==> config.mk <==
export PLATFORM = sky130hd
export DESIGN_NAME = tcb_arbiter
export DESIGN_NICKNAME = d
export VERILOG_FILES = /design/src/logic/tcb_pkg.sv /design/src/logic/tcb_arbiter.sv
export VERILOG_INCLUDE_DIRS = /design/src /design/src/logic
export SDC_FILE = /design/constraint.sdc
export NUM_CORES = 1
export LEC_CHECK = 0
export CORE_AREA = 4 4 104 106
export DETAILED_ROUTE_END_ITERATION = 7
export DIE_AREA = 0 0 108 110
export DONT_BUFFER_PORTS = 1
export GPL_TIMING_DRIVEN = 0
export MAX_ROUTING_LAYER = met4
export SKIP_CTS_REPAIR_TIMING = 1
export SLEW_MARGIN = 20
export SYNTH_ARGS = -nofsm -noshare
export SYNTH_HDL_FRONTEND = slang
export SYNTH_SLANG_ARGS = --single-unit
==> constraint.sdc <==
create_clock -name tcb -period 2.6 [get_ports tcb]
set_input_delay 0.39 -clock tcb [delete_from_list [all_inputs] [get_ports tcb]]
set_output_delay 0.39 -clock tcb [all_outputs]
set_load 0.01 [all_outputs]
==> src/logic/tcb_params.svh <==
// bus widths, response delay and memory depth macros for the TCB subsystem
`ifndef TCB_PARAMS_SVH
`define TCB_PARAMS_SVH

//////////////////////////////////////////////////
// bus widths
//////////////////////////////////////////////////

// byte address width
`define TCB_ABW 16
// data width
`define TCB_DBW 32
// byte enables, one per data byte
`define TCB_BEW 4

//////////////////////////////////////////////////
// timing and memory
//////////////////////////////////////////////////

// cycles from transfer to response strobe
`define TCB_DLY 1
// memory depth in words
// word addresses at or above this are out of range
`define TCB_MEM_WORDS 256

`endif

==> src/logic/tcb_pkg.sv <==
// access size and arbiter state enums for the TCB subsystem
package tcb_pkg;

  //////////////////////////////////////////////////
  // manager access size
  //////////////////////////////////////////////////

  // encoded as log2 of the byte count
  typedef enum logic [1:0] {
    // 1 byte
    SIZ_BYTE = 2'd0,
    // 2 bytes
    SIZ_HALF = 2'd1,
    // 4 bytes, full bus width
    SIZ_WORD = 2'd2
  } tcb_size_t;

  //////////////////////////////////////////////////
  // arbiter grant state
  //////////////////////////////////////////////////

  typedef enum logic [1:0] {
    // round-robin between both ports
    ARB_FREE  = 2'd0,
    // port 0 holds the bus until lck drops
    ARB_LOCK0 = 2'd1,
    // port 1 holds the bus until lck drops
    ARB_LOCK1 = 2'd2
  } arb_state_t;

endpackage : tcb_pkg

==> src/logic/tcb_arbiter.sv <==
// two port round-robin TCB arbiter with lock hold and response routing
`timescale 1ns/1ns
`include "tcb_params.svh"

module tcb_arbiter (
  input  logic                tcb,
  input  logic                rst,
  // port 0
  input  logic                s0_vld,
  input  logic                s0_wen,
  input  logic                s0_lck,
  input  logic [`TCB_ABW-1:0] s0_adr,
  input  logic [`TCB_BEW-1:0] s0_ben,
  input  logic [`TCB_DBW-1:0] s0_wdt,
  output logic                s0_rdy,
  output logic                s0_rsp,
  output logic [`TCB_DBW-1:0] s0_rdt,
  output logic                s0_err,
  // port 1
  input  logic                s1_vld,
  input  logic                s1_wen,
  input  logic                s1_lck,
  input  logic [`TCB_ABW-1:0] s1_adr,
  input  logic [`TCB_BEW-1:0] s1_ben,
  input  logic [`TCB_DBW-1:0] s1_wdt,
  output logic                s1_rdy,
  output logic                s1_rsp,
  output logic [`TCB_DBW-1:0] s1_rdt,
  output logic                s1_err,
  // shared memory
  output logic                mem_vld,
  output logic                mem_wen,
  output logic [`TCB_ABW-1:0] mem_adr,
  output logic [`TCB_BEW-1:0] mem_ben,
  output logic [`TCB_DBW-1:0] mem_wdt,
  input  logic                mem_rsp,
  input  logic [`TCB_DBW-1:0] mem_rdt,
  input  logic                mem_err
);
  import tcb_pkg::*;

  arb_state_t state;
  // round-robin pointer, low favours port 0
  logic       ptr;
  logic       gnt0;
  logic       gnt1;
  logic       trn0;
  logic       trn1;
  // owner per transfer in flight, high for port 1
  logic       own [`TCB_DLY];
  logic       rsp_own;

  //////////////////////////////////////////////////
  // grant
  //////////////////////////////////////////////////

  always_comb begin
    case (state)
      ARB_LOCK0: begin
        gnt0 = 1'b1;
        gnt1 = 1'b0;
      end
      ARB_LOCK1: begin
        gnt0 = 1'b0;
        gnt1 = 1'b1;
      end
      default: begin
        // pointer breaks the tie
        gnt0 = s0_vld & (~s1_vld | ~ptr);
        gnt1 = s1_vld & (~s0_vld |  ptr);
      end
    endcase
  end

  assign s0_rdy = gnt0;
  assign s1_rdy = gnt1;

  assign trn0 = s0_vld & gnt0;
  assign trn1 = s1_vld & gnt1;

  // request mux
  assign mem_vld = trn0 | trn1;
  assign mem_wen = gnt1 ? s1_wen : s0_wen;
  assign mem_adr = gnt1 ? s1_adr : s0_adr;
  assign mem_ben = gnt1 ? s1_ben : s0_ben;
  assign mem_wdt = gnt1 ? s1_wdt : s0_wdt;

  //////////////////////////////////////////////////
  // lock state and pointer
  //////////////////////////////////////////////////

  always_ff @(posedge tcb) begin
    if (rst) begin
      state <= ARB_FREE;
      ptr   <= 1'b0;
    end else if (trn0) begin
      // lck low ends a locked sequence
      state <= s0_lck ? ARB_LOCK0 : ARB_FREE;
      ptr   <= 1'b1;
    end else if (trn1) begin
      state <= s1_lck ? ARB_LOCK1 : ARB_FREE;
      ptr   <= 1'b0;
    end
  end

  //////////////////////////////////////////////////
  // response routing
  //////////////////////////////////////////////////

  // qualified by mem_rsp, so no valid bit is kept
  always_ff @(posedge tcb) begin
    own[0] <= gnt1;
    for (int i = 1; i < `TCB_DLY; i++) begin
      own[i] <= own[i-1];
    end
  end

  assign rsp_own = own[`TCB_DLY-1];

  assign s0_rsp = mem_rsp & ~rsp_own;
  assign s1_rsp = mem_rsp &  rsp_own;
  assign s0_rdt = mem_rdt;
  assign s1_rdt = mem_rdt;
  assign s0_err = mem_err & ~rsp_own;
  assign s1_err = mem_err &  rsp_own;

endmodule : tcb_arbiter

## Word level (Yosys, flattened, before mapping)

Memory sizes are Yosys's and may differ from the RTL's.
Cells that the tools add are included.

- Register bits after elaboration: 3
- RAM bits: 1
- Input port bits: 146
- Output and inout port bits: 124
- Word-level logic and storage cells: 33
- Memories: 1

Memory list:

| memory | depth | width | rd ports | clocked after memory_dff | write ports | RTL line | text |
|---|---|---|---|---|---|---|---|
| own | 1 | 1 | 1 | 0 | 1 | tcb_arbiter.sv:50 | `` logic own [`TCB_DLY]; `` |

- Equal/unequal tests: 2
- Muxes and demuxes: 12
- Bitwise gates (word level): 15
- Reduce and logical (&&, ||, !) cells: 1

Operators with widths:

| cell | number |
|---|---|
| $mux W32 | 1 |
| $mux W16 | 1 |
| $and A1 B1 Y1 | 8 |
| $mux W2 | 3 |
| $mux W1 | 4 |
| $mux W4 | 1 |
| $not A1 Y1 | 4 |
| $pmux W1 S2 | 2 |
| $or A1 B1 Y1 | 3 |
| $eq A2 B1 Y1 const B | 1 |
| $eq A2 B2 Y1 const B | 1 |
| $reduce_bool A2 Y1 | 1 |

## Logic depth before layout (Yosys ltp)

- Word-level depth: 7
- Depth in mapped cells: 7

## Least setup slack after synthesis

OpenSTA, ideal clock, no wires.

- Kind: reg2out
- Start: register state[0]
- End: output mem_adr[5]
- Data arrival time: 1.684 ns
- Data required time: 2.210 ns
- Setup slack: 0.526 ns
- Cell stages (with the launch flop): 8
- Path buffers: 2
- Path through: dfxtp_1 inv_1 ha_1 buf_4 nand2_1 o22ai_4 buf_4 mux2_1

- Word-level cells in the longest chain between the ends: 3

RTL lines:

| item | RTL line | text |
|---|---|---|
| start, declared | tcb_arbiter.sv:42 | `arb_state_t state;` |
| start signal, assigned | tcb_arbiter.sv:98 | `state <= s0_lck ? ARB_LOCK0 : ARB_FREE;` |
| start signal, assigned | tcb_arbiter.sv:101 | `state <= s1_lck ? ARB_LOCK1 : ARB_FREE;` |
| $eq A2 B2 Y1 or $eq A2 B1 Y1 (tied branches) | tcb_arbiter.sv:58 | `case (state)` |
| $pmux W1 S2 (*) | tcb_arbiter.sv:58 |  |
| $mux W16 (*) | tcb_arbiter.sv:84 | `assign mem_adr = gnt1 ? s1_adr : s0_adr;` |
| end, declared | tcb_arbiter.sv:33 | `` output logic [`TCB_ABW-1:0] mem_adr, `` |

Mark *: on every way between the ends. The rest lies on a longest branch, timed or not.

## Final worst setup path

- Start: register state[0]
- End: output mem_wdt[12]

- Word-level cells in the longest chain between the ends: 3

RTL lines:

| item | RTL line | text |
|---|---|---|
| $eq A2 B2 Y1 or $eq A2 B1 Y1 (tied branches) | tcb_arbiter.sv:58 |  |
| $pmux W1 S2 (*) | tcb_arbiter.sv:58 |  |
| $mux W32 (*) | tcb_arbiter.sv:86 | `assign mem_wdt = gnt1 ? s1_wdt : s0_wdt;` |
| end, declared | tcb_arbiter.sv:35 | `` output logic [`TCB_DBW-1:0] mem_wdt, `` |

Marks and branches as above.

==> results.sh <==
export IMPL_stdcell_area_mm2=0.00166
export IMPL_cts_tree="yes"
export IMPL_worstHoldStart="rst"
export IMPL_number_of_cells_produced_by_synthesis=156
export IMPL_synth_seq_area_share_pct=5.64
export IMPL_switching_power_mw=0.244
export IMPL_post_syn_nets=304
export IMPL_average_cell_area_after_synthesis_um2=9.10
export IMPL_area_growth_pct=16.9
export IMPL_worst_setup_path_end_kind="output pin"
export IMPL_detailedRoute_firstIterationViolations=8
export IMPL_io_buffer_count=0
export IMPL_hpwlAfterDp_um=5040
export IMPL_worst_hold_slack_ns=0.236
export IMPL_worstMarginPinSlew_ns=0.383
export IMPL_die_width_um=108
export IMPL_worstReg2RegStart="state[0]"
export IMPL_globalplace_congestion=0.709
export IMPL_detail_route_drc_violations=0
export IMPL_finalClockSkew_ns=0.00145
export IMPL_wl_um=5440
export IMPL_finish_stage_setup_viols=0
export IMPL_globalRouteOverflowTotal=0
export IMPL_drtPass1Iterations=2
export IMPL_max_freq_mhz=409
export IMPL_setup_ws_ns=0.156
export IMPL_cts_inserted_buffers=3
export IMPL_worstHoldPathCells=1
export IMPL_layout_nets=311
export IMPL_buffer_levels_on_the_longest_clock_path=2
export IMPL_hold_class="in -> reg"
export IMPL_startpoint_type="flop"
export IMPL_design_die_area_mm2=0.0119
export IMPL_timing_critical_path_required_ns=2.21
export IMPL_routed_via_density=3.80
export IMPL_rsz0062_at_grt="false"
export IMPL_dr_total_vias=1124
export IMPL_synth_yosys_warnings=0
export IMPL_root_buffer_master="clkbuf_8"
export IMPL_synth_cell_area_mm2=0.00142
export IMPL_drtAntennaViolNets=0
export IMPL_comb_power_share_pct=66.6
export IMPL_regToRegSetupSlack_ns=0.86
export IMPL_period_needed_ns=2.44
export IMPL_core_area_mm2=0.00977
export IMPL_placement_setup_worst_slack_ns=0.160
export IMPL_worst_slew_margin_rel_pct=74.2
export IMPL_max_cap_check_violation_count=0
export IMPL_worst_ir_drop_vdd_mv=0.302
export IMPL_report_power_total_mw=0.610
export IMPL_fp_dieH_um=110
export IMPL_track_usage_pct=6.70
export IMPL_cell_internal_pwr_mw=0.366
export IMPL_fraction_of_layout_instances_using_a_drive_strength_above_1_pct=79.5
export IMPL_row_count=36
export IMPL_power_switching_fraction_pct=40.0
export IMPL_leakagePower_nw=0.679
export IMPL_antenna_found_initial=2
export IMPL_worst_path_max_fanout=10
export IMPL_clkLatencyLatePin_ns=0.22
export IMPL_worst_endpoint_arrival_ns=2.05
export IMPL_cts_num_sinks=4
export IMPL_fin_crit_sh_pct=94.0
export IMPL_hold_end="state[1]"
export IMPL_path_class="reg -> out"
export IMPL_synth_seq_cells=4
export IMPL_outcome="complete, no violations"
export IMPL_clock_power_share_pct=21.5
export IMPL_post_drt_wl_per_cell_um=18.4
export IMPL_grt_pass1_wl_um=5700
export IMPL_first_global_vias=1049
export IMPL_htree_levels=1
export IMPL_timing_max_transition_violations_final=0
export IMPL_timing_final_hold_violations=0
export IMPL_area_of_placed_instances_mm2=0.00159
export IMPL_post_synth_num_cell_types=22
export IMPL_sequential_share_of_power_pct=11.9
export IMPL_pwr_density_mw_per_mm2=368
export IMPL_cts_reportedPaths_clkPinSlew_ns=0.03
export IMPL_timing_rr_end="state[0]"
export IMPL_largest_net_degree_at_the_start_of_global_routing=12
export IMPL_initial_core_utilization_pct=14.5
export IMPL_timing_setup_tns_ns=0
export IMPL_boundaryPins=270
export IMPL_rr_worst_depth=6
## area by class of cell
cell class	instances	area (um^2)
diodes	2	5.00
inverters	4	15.0
clock buffers	3	41.3
flip-flops and latches	4	80.1
well taps	133	166
fillers	1066	8110
multi-input cells	78	785
repair buffers	2	27.5
plain buffers	70	541
## how the worst max path moves through the flow
stage | startpoint | to | slack, ns
2_1_floorplan | state[0] | mem_adr[5] | 0.53
3_3_place_gp | state[0] | mem_adr[5] | 0.24
3_5_place_dp | state[0] | mem_adr[5] | 0.16
4_1_cts | state[0] | mem_adr[5] | -0.08
5_1_grt | state[0] | mem_wdt[12] | 0.05
6_report | state[0] | mem_wdt[12] | 0.16
## synthesized netlist by cell type
cell | count | area, um^2
o2bb2ai_1 | 1 | 8.76
and3b_1 | 1 | 8.76
buf_4 | 66 | 495
nor2b_1 | 2 | 12.5
ha_1 | 2 | 25.0
nand2b_1 | 1 | 6.26
mux2_1 | 3 | 33.8
o21a_1 | 1 | 7.51
mux2_2 | 50 | 563
inv_1 | 4 | 15.0
o21ai_0 | 3 | 15.0
o32ai_1 | 1 | 8.76
nand3_1 | 2 | 10.0
or3b_1 | 1 | 8.76
a221oi_2 | 1 | 15.0
dfxtp_1 | 4 | 80.1
and2_1 | 2 | 12.5
buf_6 | 4 | 45.0
a21oi_1 | 1 | 5.00
nor2b_2 | 1 | 8.76
nand2_1 | 4 | 15.0
o22ai_4 | 1 | 20.0
## cells by family after synthesis
group                      after synthesis  share of synthesized area [%]
DFF                                      4                           5.64
adders and majority gates                2                           1.76
AOI/OAI and AO/OA                        9                           5.64
buffers and inverters                   74                           39.1
and+or+nand+nor                         14                           5.82
muxes                                   53                           42.0
## metal layers
metal / track usage, % / part of all wire [%] / vias up
met5: - / 0 / -
met4: 0 / 0 / 0
met3: 2.27 / 12 / 0
met2: 13.6 / 56 / 153
met1: 6.49 / 32 / 488
li1: - / - / 483
## sequential cells by signal, summed over array words and instances (netlist names)
name / flops
own: 1
ptr: 1
state: 2
## stage by stage
stage	util (%)	std cells
final	17.0	296
after global routing	17.0	296
after CTS	16.7	292
after detailed placement	16.2	289
after global placement	16.2	289
after floorplan	-	156
## cells in the final DEF, fill, tap and decap left out, drive strengths merged
cell type,n
clkbuf,3
nand2,4
inv,4
o21a,1
a221oi,1
ha,2
or3b,1
o32ai,1
o21ai,3
and2,2
o22ai,1
dfxtp,4
diode,2
nand2b,1
buf,72
o2bb2ai,1
a21oi,1
and3b,1
nand3,2
nor2b,3
mux2,53
## critical path: stages (launching register included)
cell and delay, ns:
dfxtp_1 0.33, inv_1 0.06, ha_1 0.28, buf_4 0.15, nand2_1 0.09, o22ai_4 0.17
buf_4 0.21, buf_6 0.16, mux2_2 0.39
## power groups by stage
| stage | clock [mW] | combinational [mW] | sequential [mW] |
|---|---|---|---|
| global placement | 0 | 0.404 | 0.0728 |
| floorplan | 0 | 0.350 | 0.0719 |
| global route | 0.144 | 0.432 | 0.0734 |
| CTS | 0.136 | 0.406 | 0.0725 |
| detailed placement | 0 | 0.404 | 0.0733 |
| finish | 0.131 | 0.407 | 0.0726 |
Power figures use the tool's default switching activity.
