[src/logic/tcb_params.svh]
// bus widths, response delay and memory depth macros for the TCB subsystem
`ifndef TCB_PARAMS_SVH
`define TCB_PARAMS_SVH

//////////////////////////////////////////////////
// bus widths
//////////////////////////////////////////////////

// byte address width
`define TCB_ABW 16
// data width
`define TCB_DBW 32
// byte enables, one per data byte
`define TCB_BEW 4

//////////////////////////////////////////////////
// timing and memory
//////////////////////////////////////////////////

// cycles from transfer to response strobe
`define TCB_DLY 1
// memory depth in words
// word addresses at or above this are out of range
`define TCB_MEM_WORDS 256

`endif

[src/logic/tcb_pkg.sv]
// access size and arbiter state enums for the TCB subsystem
package tcb_pkg;

  //////////////////////////////////////////////////
  // manager access size
  //////////////////////////////////////////////////

  // encoded as log2 of the byte count
  typedef enum logic [1:0] {
    // 1 byte
    SIZ_BYTE = 2'd0,
    // 2 bytes
    SIZ_HALF = 2'd1,
    // 4 bytes, full bus width
    SIZ_WORD = 2'd2
  } tcb_size_t;

  //////////////////////////////////////////////////
  // arbiter grant state
  //////////////////////////////////////////////////

  typedef enum logic [1:0] {
    // round-robin between both ports
    ARB_FREE  = 2'd0,
    // port 0 holds the bus until lck drops
    ARB_LOCK0 = 2'd1,
    // port 1 holds the bus until lck drops
    ARB_LOCK1 = 2'd2
  } arb_state_t;

endpackage : tcb_pkg

[src/logic/tcb_access_align.sv]
// sized access aligner with byte enables, misalignment reject and read data extension
`timescale 1ns/1ns
`include "tcb_params.svh"

module tcb_access_align (
  input  logic                tcb,
  input  logic                rst,
  // manager side, sized access
  input  logic                man_vld,
  input  logic                man_wen,
  input  tcb_pkg::tcb_size_t  man_siz,
  input  logic                man_uns,
  input  logic                man_lck,
  input  logic [`TCB_ABW-1:0] man_adr,
  input  logic [`TCB_DBW-1:0] man_wdt,
  output logic                man_rdy,
  output logic                man_rsp,
  output logic [`TCB_DBW-1:0] man_rdt,
  output logic                man_err,
  // bus side, one transfer with byte enables
  output logic                sub_vld,
  output logic                sub_wen,
  output logic                sub_lck,
  output logic [`TCB_ABW-1:0] sub_adr,
  output logic [`TCB_BEW-1:0] sub_ben,
  output logic [`TCB_DBW-1:0] sub_wdt,
  input  logic                sub_rdy,
  input  logic                sub_rsp,
  input  logic [`TCB_DBW-1:0] sub_rdt,
  input  logic                sub_err
);
  import tcb_pkg::*;

  // byte offset bits inside a bus word
  localparam int unsigned OFW = $clog2(`TCB_BEW);

  // request decode
  logic [OFW-1:0]      req_off;
  logic                req_mis;
  logic [`TCB_BEW-1:0] req_ben;
  logic [`TCB_DBW-1:0] req_msk;

  // access attributes in flight
  tcb_size_t           dly_siz [`TCB_DLY];
  logic [OFW-1:0]      dly_off [`TCB_DLY];
  logic                dly_uns [`TCB_DLY];

  // response side
  logic                rej_rsp;
  tcb_size_t           rsp_siz;
  logic [OFW-1:0]      rsp_off;
  logic                rsp_uns;
  logic [`TCB_DBW-1:0] rsp_sft;
  logic                rsp_sgn;
  logic [`TCB_DBW-1:0] rsp_ext;

  //////////////////////////////////////////////////
  // request path
  //////////////////////////////////////////////////

  assign req_off = man_adr[OFW-1:0];

  // enables and data mask at lane 0, misaligned check
  always_comb begin
    case (man_siz)
      SIZ_BYTE: begin
        req_mis = 1'b0;
        req_ben = {{(`TCB_BEW-1){1'b0}}, 1'b1};
        req_msk = {{(`TCB_DBW-8){1'b0}}, 8'hff};
      end
      SIZ_HALF: begin
        req_mis = req_off[0];
        req_ben = {{(`TCB_BEW-2){1'b0}}, 2'b11};
        req_msk = {{(`TCB_DBW-16){1'b0}}, 16'hffff};
      end
      SIZ_WORD: begin
        req_mis = |req_off;
        req_ben = '1;
        req_msk = '1;
      end
      default: begin
        // unknown size never reaches the bus
        req_mis = 1'b1;
        req_ben = '0;
        req_msk = '0;
      end
    endcase
  end

  // misaligned access is kept off the bus
  assign sub_vld = man_vld & ~req_mis;
  assign sub_wen = man_wen;
  assign sub_lck = man_lck;
  // word address, lanes picked by ben
  assign sub_adr = {man_adr[`TCB_ABW-1:OFW], {OFW{1'b0}}};
  assign sub_ben = req_ben << req_off;
  assign sub_wdt = (man_wdt & req_msk) << {req_off, 3'b000};

  // rejects are accepted locally in the same cycle
  assign man_rdy = req_mis | sub_rdy;

  //////////////////////////////////////////////////
  // response path
  //////////////////////////////////////////////////

  // local err strobe one cycle after a reject
  always_ff @(posedge tcb) begin
    if (rst) begin
      rej_rsp <= 1'b0;
    end else begin
      rej_rsp <= man_vld & req_mis;
    end
  end

  // size, offset and uns follow the bus delay
  always_ff @(posedge tcb) begin
    dly_siz[0] <= man_siz;
    dly_off[0] <= req_off;
    dly_uns[0] <= man_uns;
    for (int i = 1; i < `TCB_DLY; i++) begin
      dly_siz[i] <= dly_siz[i-1];
      dly_off[i] <= dly_off[i-1];
      dly_uns[i] <= dly_uns[i-1];
    end
  end

  assign rsp_siz = dly_siz[`TCB_DLY-1];
  assign rsp_off = dly_off[`TCB_DLY-1];
  assign rsp_uns = dly_uns[`TCB_DLY-1];

  // addressed lanes back down to bit 0
  assign rsp_sft = sub_rdt >> {rsp_off, 3'b000};

  // sign or zero extension
  always_comb begin
    case (rsp_siz)
      SIZ_BYTE: begin
        rsp_sgn = ~rsp_uns & rsp_sft[7];
        rsp_ext = {{(`TCB_DBW-8){rsp_sgn}}, rsp_sft[7:0]};
      end
      SIZ_HALF: begin
        rsp_sgn = ~rsp_uns & rsp_sft[15];
        rsp_ext = {{(`TCB_DBW-16){rsp_sgn}}, rsp_sft[15:0]};
      end
      default: begin
        rsp_sgn = 1'b0;
        rsp_ext = rsp_sft;
      end
    endcase
  end

  // bus and local responses never share a cycle
  assign man_rsp = sub_rsp | rej_rsp;
  assign man_err = rej_rsp | sub_err;
  assign man_rdt = rej_rsp ? '0 : rsp_ext;

endmodule : tcb_access_align

[config.mk]
export PLATFORM = sky130hd
export DESIGN_NAME = tcb_access_align
export DESIGN_NICKNAME = d
export VERILOG_FILES = /design/src/logic/tcb_pkg.sv /design/src/logic/tcb_access_align.sv
export VERILOG_INCLUDE_DIRS = /design/src /design/src/logic
export SDC_FILE = /design/constraint.sdc
export NUM_CORES = 1
export LEC_CHECK = 0
export BUFFER_PORTS_ARGS = -buffer_cell sky130_fd_sc_hd__buf_2
export CAP_MARGIN = 20
export CELL_PAD_IN_SITES_DETAIL_PLACEMENT = 1
export CELL_PAD_IN_SITES_GLOBAL_PLACEMENT = 1
export CORE_ASPECT_RATIO = 0.7
export CORE_UTILIZATION = 22
export DETAILED_ROUTE_END_ITERATION = 8
export GPL_TIMING_DRIVEN = 0
export PLACE_DENSITY_LB_ADDON = 0.05
export SYNTH_ARGS = -nofsm -noshare
export SYNTH_HDL_FRONTEND = slang
export SYNTH_SLANG_ARGS = --single-unit
[constraint.sdc]
create_clock -name tcb -period 2.2 [get_ports tcb]
set_input_delay 0.33 -clock tcb [delete_from_list [all_inputs] [get_ports tcb]]
set_output_delay 0.33 -clock tcb [all_outputs]
set_load 0.005 [all_outputs]
## After elaboration in Yosys (flattened, before gate mapping)

Memory sizes are Yosys's and may differ from the RTL's.
Index checks and enable logic that the tools add are counted.

| word-level totals | value |
|---|---|
| flip-flop bits (word level) | 1 |
| latch bits | 0 |
| bits in writable memories | 5 |
| bits in read-only memories | 0 |
| output and inout bits | 90 |
| memories | 3 |

| cells by class | value |
|---|---|
| add/sub/neg operators | 0 |
| $mul | 0 |
| div/mod/pow operators | 0 |
| $lt $le $gt $ge | 0 |
| eq/ne operators | 3 |
| shift operators | 3 |
| multiplexer cells | 5 |
| bitwise gates (word level) | 10 |
| reductions and logical operators | 3 |

Memories:

| memory | depth | width | rd ports | clocked after memory_dff | wr ports | RTL line | text |
|---|---|---|---|---|---|---|---|
| dly_off | 1 | 2 | 1 | 0 | 1 | tcb_access_align.sv:45 | `` logic [OFW-1:0] dly_off [`TCB_DLY]; `` |
| dly_siz | 1 | 2 | 1 | 0 | 1 | tcb_access_align.sv:44 | `` tcb_size_t dly_siz [`TCB_DLY]; `` |
| dly_uns | 1 | 1 | 1 | 0 | 1 | tcb_access_align.sv:46 | `` logic dly_uns [`TCB_DLY]; `` |

Operator list:

| operator | count |
|---|---|
| 32-bit one-hot mux with 3 select lines | 1 |
| 32-bit one-hot mux with 2 select lines | 1 |
| 32-bit bitwise AND | 1 |
| 32-bit two-way mux | 1 |
| 32-bit by 5-bit << shifter with 32-bit output | 1 |
| 32-bit by 5-bit >> shifter with 32-bit output | 1 |
| 4-bit one-hot mux with 3 select lines | 1 |
| 1-bit bitwise AND | 4 |
| 2-bit by 1-bit == test with 1-bit output, second input constant | 2 |
| 2-bit logical NOT | 2 |
| 4-bit by 2-bit << shifter with 4-bit output | 1 |
| 1-bit OR | 3 |
| 1-bit one-hot mux with 3 select lines | 1 |
| 2-bit == test, second input constant | 1 |
| 1-bit NOT | 2 |
| 2-bit OR reduction | 1 |

## Logic depth before layout (Yosys ltp)

Gate-level depths: netlist (run 1).
An unclocked memory read counts as a cell.

| logic depth | value |
|---|---|
| word-level depth | 5 |
| depth in mapped cells | 6 |
| mapped depth without buffers | 5 |

## Least setup slack after synthesis (run 1)

Ideal clock, no wire load.

| path | value |
|---|---|
| kind | input to output |
| from | input port man_siz[0] |
| to | output port sub_wdt[16] |
| arrival time | 1462 ps |
| setup slack | 408 ps |
| cell stages on the path | 6 |
| path buffers | 1 |
| cell sequence | inv_1 ha_1 clkbuf_1 nor3b_2 a222oi_1 inv_1 |

| between the ends | value |
|---|---|
| cells in the longest elaborated chain, start to end | 4 |
| elaborated cells between the ends (all ways) | 6 |

Ends and longest elaborated chain:

| item | RTL line | text |
|---|---|---|
| start, declared | tcb_access_align.sv:11 | `input tcb_pkg::tcb_size_t man_siz,` |
| 2-bit == test, or another cell as far along | tcb_access_align.sv:65 | `case (man_siz)` |
| 32-bit one-hot mux with 3 select lines * | tcb_access_align.sv:65 |  |
| 32-bit bitwise AND * | tcb_access_align.sv:97 | `assign sub_wdt = (man_wdt & req_msk) << {req_off, 3'b000};` |
| 32-bit by 5-bit << shifter with 32-bit output * | tcb_access_align.sv:97 |  |
| end, declared | tcb_access_align.sv:26 | `` output logic [`TCB_DBW-1:0] sub_wdt, `` |

Mark *: on every way between the ends. The rest lies on a longest branch, timed or not.

## Worst setup path in the final report (run 1)

| path | value |
|---|---|
| from | memory dly_off[0][1] in the netlist's numbering |
| to | output port man_rdt[29] |

| between the ends | value |
|---|---|
| cells in the longest elaborated chain, start to end | 5 |
| elaborated cells between the ends (all ways) | 6 |

Ends and longest elaborated chain:

| item | RTL line | text |
|---|---|---|
| start, declared | tcb_access_align.sv:45 |  |
| memory 1 x 2 bit * | - |  |
| 32-bit by 5-bit >> shifter with 32-bit output * | tcb_access_align.sv:132 | `assign rsp_sft = sub_rdt >> {rsp_off, 3'b000};` |
| 1-bit bitwise AND, on equally long branches | tcb_access_align.sv:142, tcb_access_align.sv:138 |  |
| 32-bit one-hot mux with 2 select lines * | tcb_access_align.sv:136 | `case (rsp_siz)` |
| 32-bit two-way mux * | tcb_access_align.sv:155 | `assign man_rdt = rej_rsp ? '0 : rsp_ext;` |
| end, declared | tcb_access_align.sv:18 | `` output logic [`TCB_DBW-1:0] man_rdt, `` |

Marked as above.

==> key figures, run 1 <==
STA
  – RSZ-0062 raised after global routing: true
  – Slew @ Worst Pin: 657 ps
  – Final Critical Period: 2160 ps
  – Worst slew margin: 0.561
  – Tcrit/Tclk final: 0.980
  – WHS: between 200 and 250 ps
  – Fin. Hold Viols: 0
  – Fmax: roughly 460 MHz
  – Slew Limit Fails: 0
  – Setup Viol. Count Final: 0

Critical path
  – Crit path DAT: 1830 ps
  – Crit start category: register
  – Crit path from: dly_off[0][1]
  – CP required: 1870 ps
  – CP Capture Type: primary output
  – CP max FO: 6
  – Kind of critical path: reg2out

Floorplanning
  – Core Box Area: 7420 sq um
  – Horiz. Die Dim: 107 um
  – Die Ht: between 70 and 80 um
  – IO Pins: 181
  – Die area: about 8000 sq um
  – Num rows: 26
  – Initial core utilization: 0.231

Pwr
  – Pwr dens: a little over 300 nW/um^2
  – Worst IR drop on VDD: 364 uV
  – Overall power: between 900 and 1000 uW
  – Leakage: 0.00158 uW

Detailed routing
  – Vias: 2,402
  – ANT nets after route: 0
  – Detailed Route Iter0 Violations: 145
  – DR WL/cell: 16.7 um
  – Vias per cell: between 4 and 5
  – Number of remaining DRC errors: 0
  – Final WL: 8350 um
  – Drt pass-1 iters: 5

Clocking
  – CTS Buf Count: 3
  – Root buf cell: clkbuf_8
  – H-tree Lvls: 1
  – Clk slew on worst S/H paths: approximately 40 ps
  – CTS tree: done
  – CTS sink cnt: 6
  – Hold buffer count at cts: 0
  – Clk buf depth: 2

Synthesis
  – Ys async rst share: 0
  – EDFF count, synth: 0
  – Area of the mapped netlist: 1710 sq um
  – Synthesized area per cell: 7.53 sq um
  – Yosys warning total: 0
  – Yosys cell types: 40
  – Mapped Cells: 227
  – Yosys top cell area share: 0.146
  – Cell taking the most area after synthesis: mux2i_1
  – Largest cells by area after synthesis: mux2i_1, buf_4, dfxtp_1, a21oi_1, a211oi_1
  – Post-synthesis sequential area ratio: 0.0702
  – Ys flop type: dfxtp_1
  – Synthesized flop and latch total: 6

Finish
  – Layout cells sized above 1: 0.610
  – Leading cell types in the layout, fill and taps excluded: buf_2, buf_4, mux2i_1
  – Commonest non-fill, non-tap cell in the layout: buf_2
  – Antenna cells: 0
  – Fillers: 964
  – Nets: 499
  – Synth-to-layout area growth: 72.0%

Outcome
  – Outcome: finished, final reports clean

Place
  – Post-DP HPWL: 6610 um
  – GPL Wtd Cong: 0.758
  – Port buffer count: 162

Min path
  – Min-delay src: man_uns
  – Hold-critical path depth: 1
  – Hold Path Class: in2reg
  – Worst Hold Endpoint: dly_uns[0]

Job
  – Max-cap violations: 0

GRT
  – Vias in the first global route: 2,170
  – Gr usage total: 0.189
  – First-pass GRT wire length: ~12,000 um
  – Initial antenna violation count: 0
  – GR Overflow Total: 0
  – Largest net degree at the start of global routing: 11
[worst max path at each step]
stage / endpoint / slack [ps]
6_report: man_rdt[29] / 40
5_1_grt: man_rdt[31] / -40
4_1_cts: man_rdt[12] / -50
3_5_place_dp: sub_wdt[17] / -390
3_3_place_gp: sub_wdt[17] / -420
2_1_floorplan: sub_wdt[16] / 410
[repair_timing]
item                                    in CTS  in global routing
gates resized for setup                      4                 28
endpoints found under the setup margin      38                 47
buffers inserted                             6                  4
pin swaps                                    3                  9
gates cloned                                 0                  1
[stage by stage]
step / cells / util / setup slack, ps / instance area [sq um] / TNS [ps]
3_5_place_dp: 489 / 0.358 / -387 / 2660 / -3150
3_3_place_gp: 488 / 0.357 / -416 / 2650 / -3410
6_report: 501 / 0.397 / 44.8 / 2940 / 0
2_1_floorplan: 228 / - / 408 / 1710 / 0
5_1_grt: 501 / 0.397 / -36.6 / 2940 / -415
4_1_cts: 497 / 0.372 / -46.1 / 2760 / -262
[per-layer routing]
metal  routed length, um  global-route usage  part of all wire
met3                 548              0.0214             0.066
met2                3720               0.306              0.45
met5                   0                   0                 0
met4                   0             0.00457                 0
met1                4080               0.282              0.49
[kinds of logic after synthesis]
logic type                 Yosys count  synth area share
muxes                               27             0.166
DFF                                  6            0.0702
AOI/OAI and AO/OA                   75             0.328
and+or+nand+nor                     65             0.242
adders and majority gates            3            0.0219
other                                1           0.00219
buffers and inverters               50             0.170
[sequential cells by signal (all words and copies together), names as in the netlist]
| signal | flops |
|---|---|
| dly_siz | 2 |
| rej_rsp | 1 |
| dly_off | 2 |
| dly_uns | 1 |
[cells in the mapped netlist, drive strengths merged, types with 4 or more instances]
| library cell | number |
|---|---|
| dfxtp | 6 |
| mux2i | 25 |
| inv | 13 |
| a21oi | 22 |
| buf | 29 |
| clkbuf | 7 |
| a222oi | 8 |
| nor2b | 10 |
| nand2 | 4 |
| o2bb2ai | 8 |
| and2 | 11 |
| a211oi | 14 |
| nor2 | 12 |
| or2 | 9 |
| o22ai | 15 |
| nor3b | 11 |
[worst max-delay path: stages (launching register included)]
cell and delay (ps):
dfxtp_2 310, buf_6 110, mux4_2 620, nor2_8 200, clkbuf_16 180, o2bb2ai_2 50, buf_2 130
[report_power, final]
part / switching [uW] / internal [uW]
clock network: 43.8 / 117
logic: 307 / 321
registers: 5.87 / 115
total: 357 / 554
[final cells by class]
class,instances,area (sq um),area share
Tap cell,98,123,0.0417
Multi-Input combinational cell,172,1420,0.484
Sequential cell,6,121,0.0413
Clock buffer,3,41.3,0.0140
Inverter,14,56.3,0.0191
Buffer,34,234,0.0795
Timing Repair Buffer,174,942,0.320
Note: power is estimated with default switching activity, not from simulation.
==> run 2, diff against run 1 <==
--- a/config.mk
+++ b/config.mk
@@ -11,10 +11,11 @@
 export CELL_PAD_IN_SITES_DETAIL_PLACEMENT = 1
 export CELL_PAD_IN_SITES_GLOBAL_PLACEMENT = 1
 export CORE_ASPECT_RATIO = 0.7
+export CORE_MARGIN = 5
 export CORE_UTILIZATION = 22
 export DETAILED_ROUTE_END_ITERATION = 8
 export GPL_TIMING_DRIVEN = 0
-export PLACE_DENSITY_LB_ADDON = 0.05
+export PLACE_DENSITY = 0.92
 export SYNTH_ARGS = -nofsm -noshare
 export SYNTH_HDL_FRONTEND = slang
 export SYNTH_SLANG_ARGS = --single-unit
==> run 2 against run 1 <==
The run now ends with setup timing left. Global-route usage fell by 1.4 points. First-iteration DRC count grew 23%. Non-clock buffer count down 7. Clock-buffer cell count unchanged. Sequential share of layout area increased by 0.11 points. Combinational power fell by 1%. Critical endpoint is now man_rdt[20]. Largest power group unchanged.
==> key figures, run 2 (synthesis gave the netlist of run 1 again) <==
STA
  – Slew @ Worst Pin: 864 ps (+206 ps)
  – Tcrit/Tclk final: 1.00 (+0.0232)
  – Setup Viol. Count Final: 1 (+1)
  – RSZ-0062 raised after global routing: true
  – Fin. Hold Viols: 0 (unchanged)
  – Worst slew margin: 0.422 (-0.139)
  – Setup ws final: -6.23 ps (-51.1 ps)
  – Final Critical Period: 2210 ps (+51.1 ps)
  – Slew Limit Fails: 0 (unchanged)
  – Fmax: 453 MHz (-2.3%)
  – WHS: 216 ps (-5.18 ps)

Outcome
  – Failing checks: setup timing
  – Outcome: finished, violations left

Pwr
  – Clock Power Share: 0.176 (about the same)
  – Overall power: 901 uW (-1.1%)
  – Leakage: 0.00155 uW (-1.5%)
  – Pwr dens: 314 nW/um^2 (+1.5%)
  – Worst IR drop on VDD: 141 uV (-61%)
  – Int Power: 536 uW (-3.2%)
  – Logic gate share of total power: 0.689 (about the same)
  – Switching power: 364 uW (+2.1%)
  – Sequential Power Share: 0.135 (+0.002)
  – Sw Ratio: 0.405 (+0.0127)

Finish
  – Commonest non-fill, non-tap cell in the layout: buf_2
  – Final Util: 0.386 (-0.0103)
  – Layout cells sized above 1: 0.597 (-0.0134)
  – Fillers: 971 (+0.73%)
  – Synth-to-layout area growth: 67.5%
  – Nets: 493 (-1.2%)
  – Antenna cells: 0 (unchanged)
  – Leading cell types in the layout, fill and taps excluded: buf_2, buf_4, mux2i_1
  – Biggest regs: dly_off (2), dly_siz (2)
  – Layout Cells excl Fill: 495 (-1.2%)

Clocking
  – CTS tree: done
  – Clk buf depth: 2 (unchanged)
  – CTS Buf Count: 3 (unchanged)
  – Hold buffer count at cts: 0 (unchanged)
  – CTS sink cnt: 6 (unchanged)
  – Clk slew on worst S/H paths: 30 ps (about the same)
  – H-tree Lvls: 1 (unchanged)
  – Root buf cell: clkbuf_8

Detailed routing
  – Drt pass-1 iters: 6 (+1)
  – Vias: 2,521 (+5.0%)
  – Number of remaining DRC errors: 0 (unchanged)
  – DR WL/cell: 19.2 um (+15%)
  – Detailed Route Iter0 Violations: 179 (+23%)
  – ANT nets after route: 0 (unchanged)
  – Vias per cell: 5.09 (+6.2%)
  – Final WL: 9510 um (+14%)

GRT
  – First-pass GRT wire length: 13,600 um (+15%)
  – Gr usage total: 0.175 (-0.0144)
  – GR Overflow Total: 0 (unchanged)
  – Initial antenna violation count: 0 (unchanged)
  – Vias in the first global route: 2,579 (+19%)
  – Largest net degree at the start of global routing: 12 (+1)

Place
  – GPL Wtd Cong: 0.864 (+14%)
  – Post-Place Cells: 489 (unchanged)
  – Port buffer count: 162 (unchanged)
  – Post-Place Worst Slack: -345 ps (+41.9 ps)
  – Post-DP HPWL: 7490 um (+13%)

Critical path
  – Crit path DAT: 1880 ps (+50 ps)
  – CP max FO: 8 (+2)
  – CP Capture Type: primary output
  – Worst path cell trace: buf_6 > mux4_2 > nor2_8 > buf_4 > o22ai_1 > buf_2
  – Delay-heaviest family, CP: multiplexers
  – Slowest cell on the critical path: mux4_2
  – CP max stage delay: 620 ps (about the same)
  – CP required: 1870 ps (about the same)
  – Crit start category: register
  – Kind of critical path: reg2out
  – Crit path buf inv count: 3 (unchanged)

Job
  – Max-cap violations: 0 (unchanged)

Floorplanning
  – Die Ht: 83.8 um (+11%)
  – Core Box Area: 7420 sq um (unchanged)
  – IO Pins: 181 (unchanged)
  – Horiz. Die Dim: 115 um (+7.4%)
  – Num rows: 26 (unchanged)
  – Initial core utilization: 0.231 (unchanged)
  – Die area: 9670 sq um (+19%)

Min path
  – Hold Path Class: in2reg
## run 2: metal layers
| layer | wire length (um) | GRT usage |
|---|---|---|
| met1 | 3510 | 0.200 |
| met5 | 0 | 0 |
| met2 | 4900 | 0.320 |
| met3 | 975 | 0.0435 |
| met4 | 127 | 0.0416 |
## run 2: power by group through the flow
| stage | combinational, uW | clock, uW | sequential (uW) |
|---|---|---|---|
| after global routing | 670 | 173 | 123 |
| after CTS | 586 | 165 | 121 |
| after floorplan | 297 | 0 | 121 |
| final | 621 | 159 | 121 |
| after detailed placement | 572 | 0 | 123 |
| after global placement | 551 | 0 | 123 |
## run 2: what timing repair did
item,in CTS,in global routing
setup buffers,0,4
pin swaps,1,5
resized for setup,7,21
endpoints found under the setup margin,30,31
hold endpoints to repair,0,0
cloned,1,1
## run 2: path summary, 6_finish.rpt
kind                 startpoint  depth (start not counted)  slack [ps]           to
setup / recovery  dly_off[0][1]                          6          -6  man_rdt[20]
hold / removal          man_uns                          1         220   dly_uns[0]
## run 2: area by class of cell
type | count | area [sq um] | area share
tap | 98 | 123 | 0.0428
buffer | 33 | 240 | 0.0838
sequential | 6 | 121 | 0.0424
multi-input combinational | 173 | 1410 | 0.493
clock buffer | 3 | 41.3 | 0.0144
timing repair buffer | 168 | 873 | 0.305
inverter | 14 | 53.8 | 0.0188
## run 2: through the flow
stage                     TNS, ps  area (sq um)
after floorplan                 0          1710
after detailed placement    -4720          2660
final                       -6.23          2870
after CTS                       0          2740
after global placement      -3690          2650
after global routing         -620          2870
==> run 3, diff against run 2 <==
--- a/config.mk
+++ b/config.mk
@@ -12,10 +12,10 @@
 export CELL_PAD_IN_SITES_GLOBAL_PLACEMENT = 1
 export CORE_ASPECT_RATIO = 0.7
 export CORE_MARGIN = 5
-export CORE_UTILIZATION = 22
+export CORE_UTILIZATION = 20
 export DETAILED_ROUTE_END_ITERATION = 8
 export GPL_TIMING_DRIVEN = 0
-export PLACE_DENSITY = 0.92
+export PLACE_DENSITY = 0.89
 export SYNTH_ARGS = -nofsm -noshare
 export SYNTH_HDL_FRONTEND = slang
 export SYNTH_SLANG_ARGS = --single-unit
==> constraint.sdc (replaced) <==
create_clock -name tcb -period 1.8 [get_ports tcb]
set_input_delay 0.27 -clock tcb [delete_from_list [all_inputs] [get_ports tcb]]
set_output_delay 0.27 -clock tcb [all_outputs]
set_load 0.005 [all_outputs]
==> run 3 against run 2 <==
The flow still finishes with violations (setup timing). Flip-flop and latch count did not move. Total power rose by 54%. Global-route usage is 0.35 points higher. Sequential power grew 24%. Via count rose by 0.60%. Routed wire length is 3.6% higher. Critical path type unchanged. Critical endpoint unchanged. Largest power group unchanged. Highest routed layer unchanged.
==> key figures, run 3 (synthesis gave the netlist of run 1 again) <==
Clocking
  – Hold buffer count at cts: 0 (unchanged)
  – Clk slew on worst S/H paths: 30 ps (about the same)
  – Clk buf depth: 2 (unchanged)
  – H-tree Lvls: 1 (unchanged)
  – Root buf cell: clkbuf_16
  – CTS tree: done
  – CTS Buf Count: 3 (unchanged)
  – CTS sink cnt: 6 (unchanged)

Pwr
  – Pwr dens: 423 nW/um^2 (+34%)
  – Leakage: 0.00169 uW (+8.9%)
  – Worst IR drop on VDD: 310 uV (+120%)
  – Overall power: 1390 uW (+54%)

Critical path
  – CP Capture Type: primary output
  – Crit start category: register
  – CP max FO: 5 (-3)
  – Kind of critical path: reg2out
  – Crit path DAT: 1780 ps (-100 ps)
  – CP required: 1530 ps (-340 ps)

STA
  – Slew @ Worst Pin: 570 ps (-294 ps)
  – Tcrit/Tclk final: 1.14
  – Setup Viol. Count Final: 25 (+24)
  – Worst slew margin: 0.620 (+0.198)
  – Fin. Hold Viols: 0 (unchanged)
  – RSZ-0062 raised after global routing: true
  – Final Critical Period: 2050 ps
  – Slew Limit Fails: 0 (unchanged)
  – TNS Setup: -5060 ps (-5050 ps)
  – Fmax: 488 MHz
  – Setup ws final: -248 ps (-241 ps)

Outcome
  – Failing checks: setup timing
  – Outcome: finished, violations left

Place
  – Post-Place Worst Slack: -621 ps (-277 ps)
  – Post-DP HPWL: 7690 um (+2.6%)
  – Post-Place Cells: 496 (+1.4%)
  – Port buffer count: 162 (unchanged)
  – GPL Wtd Cong: 0.780 (-9.7%)
  – DP Area: 2660 sq um (+0.33%)

Finish
  – Layout Cells excl Fill: 510 (+3.0%)
  – Fillers: 1,045 (+7.6%)
  – Antenna cells: 0 (unchanged)
  – Nets: 501 (+1.6%)
  – Layout cells sized above 1: 0.694 (+0.0968)
  – Final instance area: 3290 sq um (+15%)
  – Commonest non-fill, non-tap cell in the layout: buf_2
  – Biggest regs: dly_off (2), dly_siz (2)
  – Synth-to-layout area growth: 92.5%
  – Leading cell types in the layout, fill and taps excluded: buf_2, buf_4, mux2i_1

Floorplanning
  – Die area: 10,500 sq um (+8.9%)
  – Num rows: 28 (+7.7%)
  – Horiz. Die Dim: 121 um (+4.5%)
  – Die Ht: 87.4 um (+4.3%)
  – Initial core utilization: 0.203 (-0.0272)
  – Core Box Area: 8410 sq um (+13%)
  – IO Pins: 181 (unchanged)

Detailed routing
  – DR WL met3: 894 um (-8.3%)
  – Number of remaining DRC errors: 0 (unchanged)
  – Final WL: 9850 um (+3.6%)
  – Vias per cell: 4.97 (-2.4%)
  – Vias: 2,536 (+0.60%)
  – ANT nets after route: 0 (unchanged)
  – Detailed Route Iter0 Violations: 83 (-54%)
  – Drt pass-1 iters: 5 (-1)
  – DR WL/cell: 19.3 um (+0.52%)
  – Max layer used: met4
  – M1 wire length: 3770 um (+7.5%)
  – Met2 wire length: 4960 um (+1.3%)

GRT
  – GR Overflow Total: 0 (unchanged)
  – Initial antenna violation count: 0 (unchanged)
  – Vias in the first global route: 2,873 (+11%)
  – Largest net degree at the start of global routing: 11 (-1)
  – Gr usage total: 0.178 (+0.00345)
  – First-pass GRT wire length: 15,000 um (+10%)

Job
  – Max-cap violations: 0 (unchanged)

Min path
  – Hold Path Class: in2reg
==> run 3: critical path: stages (launching register included) <==
cell,delay [ps]
dfxtp_2,350
mux4_2,620
nor2_8,200
buf_6,150
o22ai_2,80
buf_2,150
==> run 3: where the power goes <==
| group | internal [uW] | total, uW | switching [uW] | leakage (uW) |
|---|---|---|---|---|
| clock | 284 | 354 | 69.1 | 0.0000370 |
| sequential | 141 | 150 | 8.85 | 0.0000504 |
| combinational | 451 | 888 | 437 | 0.00160 |
==> run 3: worst paths after layout <==
check / slack [ps] / cells past startpoint / end / from
setup / recovery: -250 / 5 / man_rdt[20] / dly_off[0][1]
hold / removal: 140 / 1 / dly_uns[0] / man_uns
==> run 3: cell type report <==
type                    count  area (sq um)  area share
plain buffers              33           285      0.0867
clock buffers               3          75.1      0.0228
inverters                  14          55.1      0.0167
multi-input cells         172          1620       0.492
flip-flops and latches      6           121      0.0369
well taps                 105           131      0.0399
repair buffers            177          1000       0.305
==> run 3: per-layer routing <==
layer,up-vias,track usage
li1,1179,-
met1,1196,0.195
met2,142,0.338
met3,19,0.0409
met4,0,0.0628
met5,-,0
==> run 3: stage by stage <==
| stage | hold slack, ps | util |
|---|---|---|
| after floorplan | 298 | - |
| after global placement | 376 | 0.316 |
| after detailed placement | 374 | 0.317 |
| after CTS | 138 | 0.374 |
| after global routing | 139 | 0.392 |
| final | 142 | 0.392 |
==> run 3: repair_timing <==
item / 4_1_cts / 5_1_grt
buffers inserted: 12 / 3
endpoints found under the setup margin: 68 / 61
gates resized for setup: 61 / 40
endpoints found under the hold margin: 0 / 0
pin swaps: 16 / 11
cloned: 1 / 0
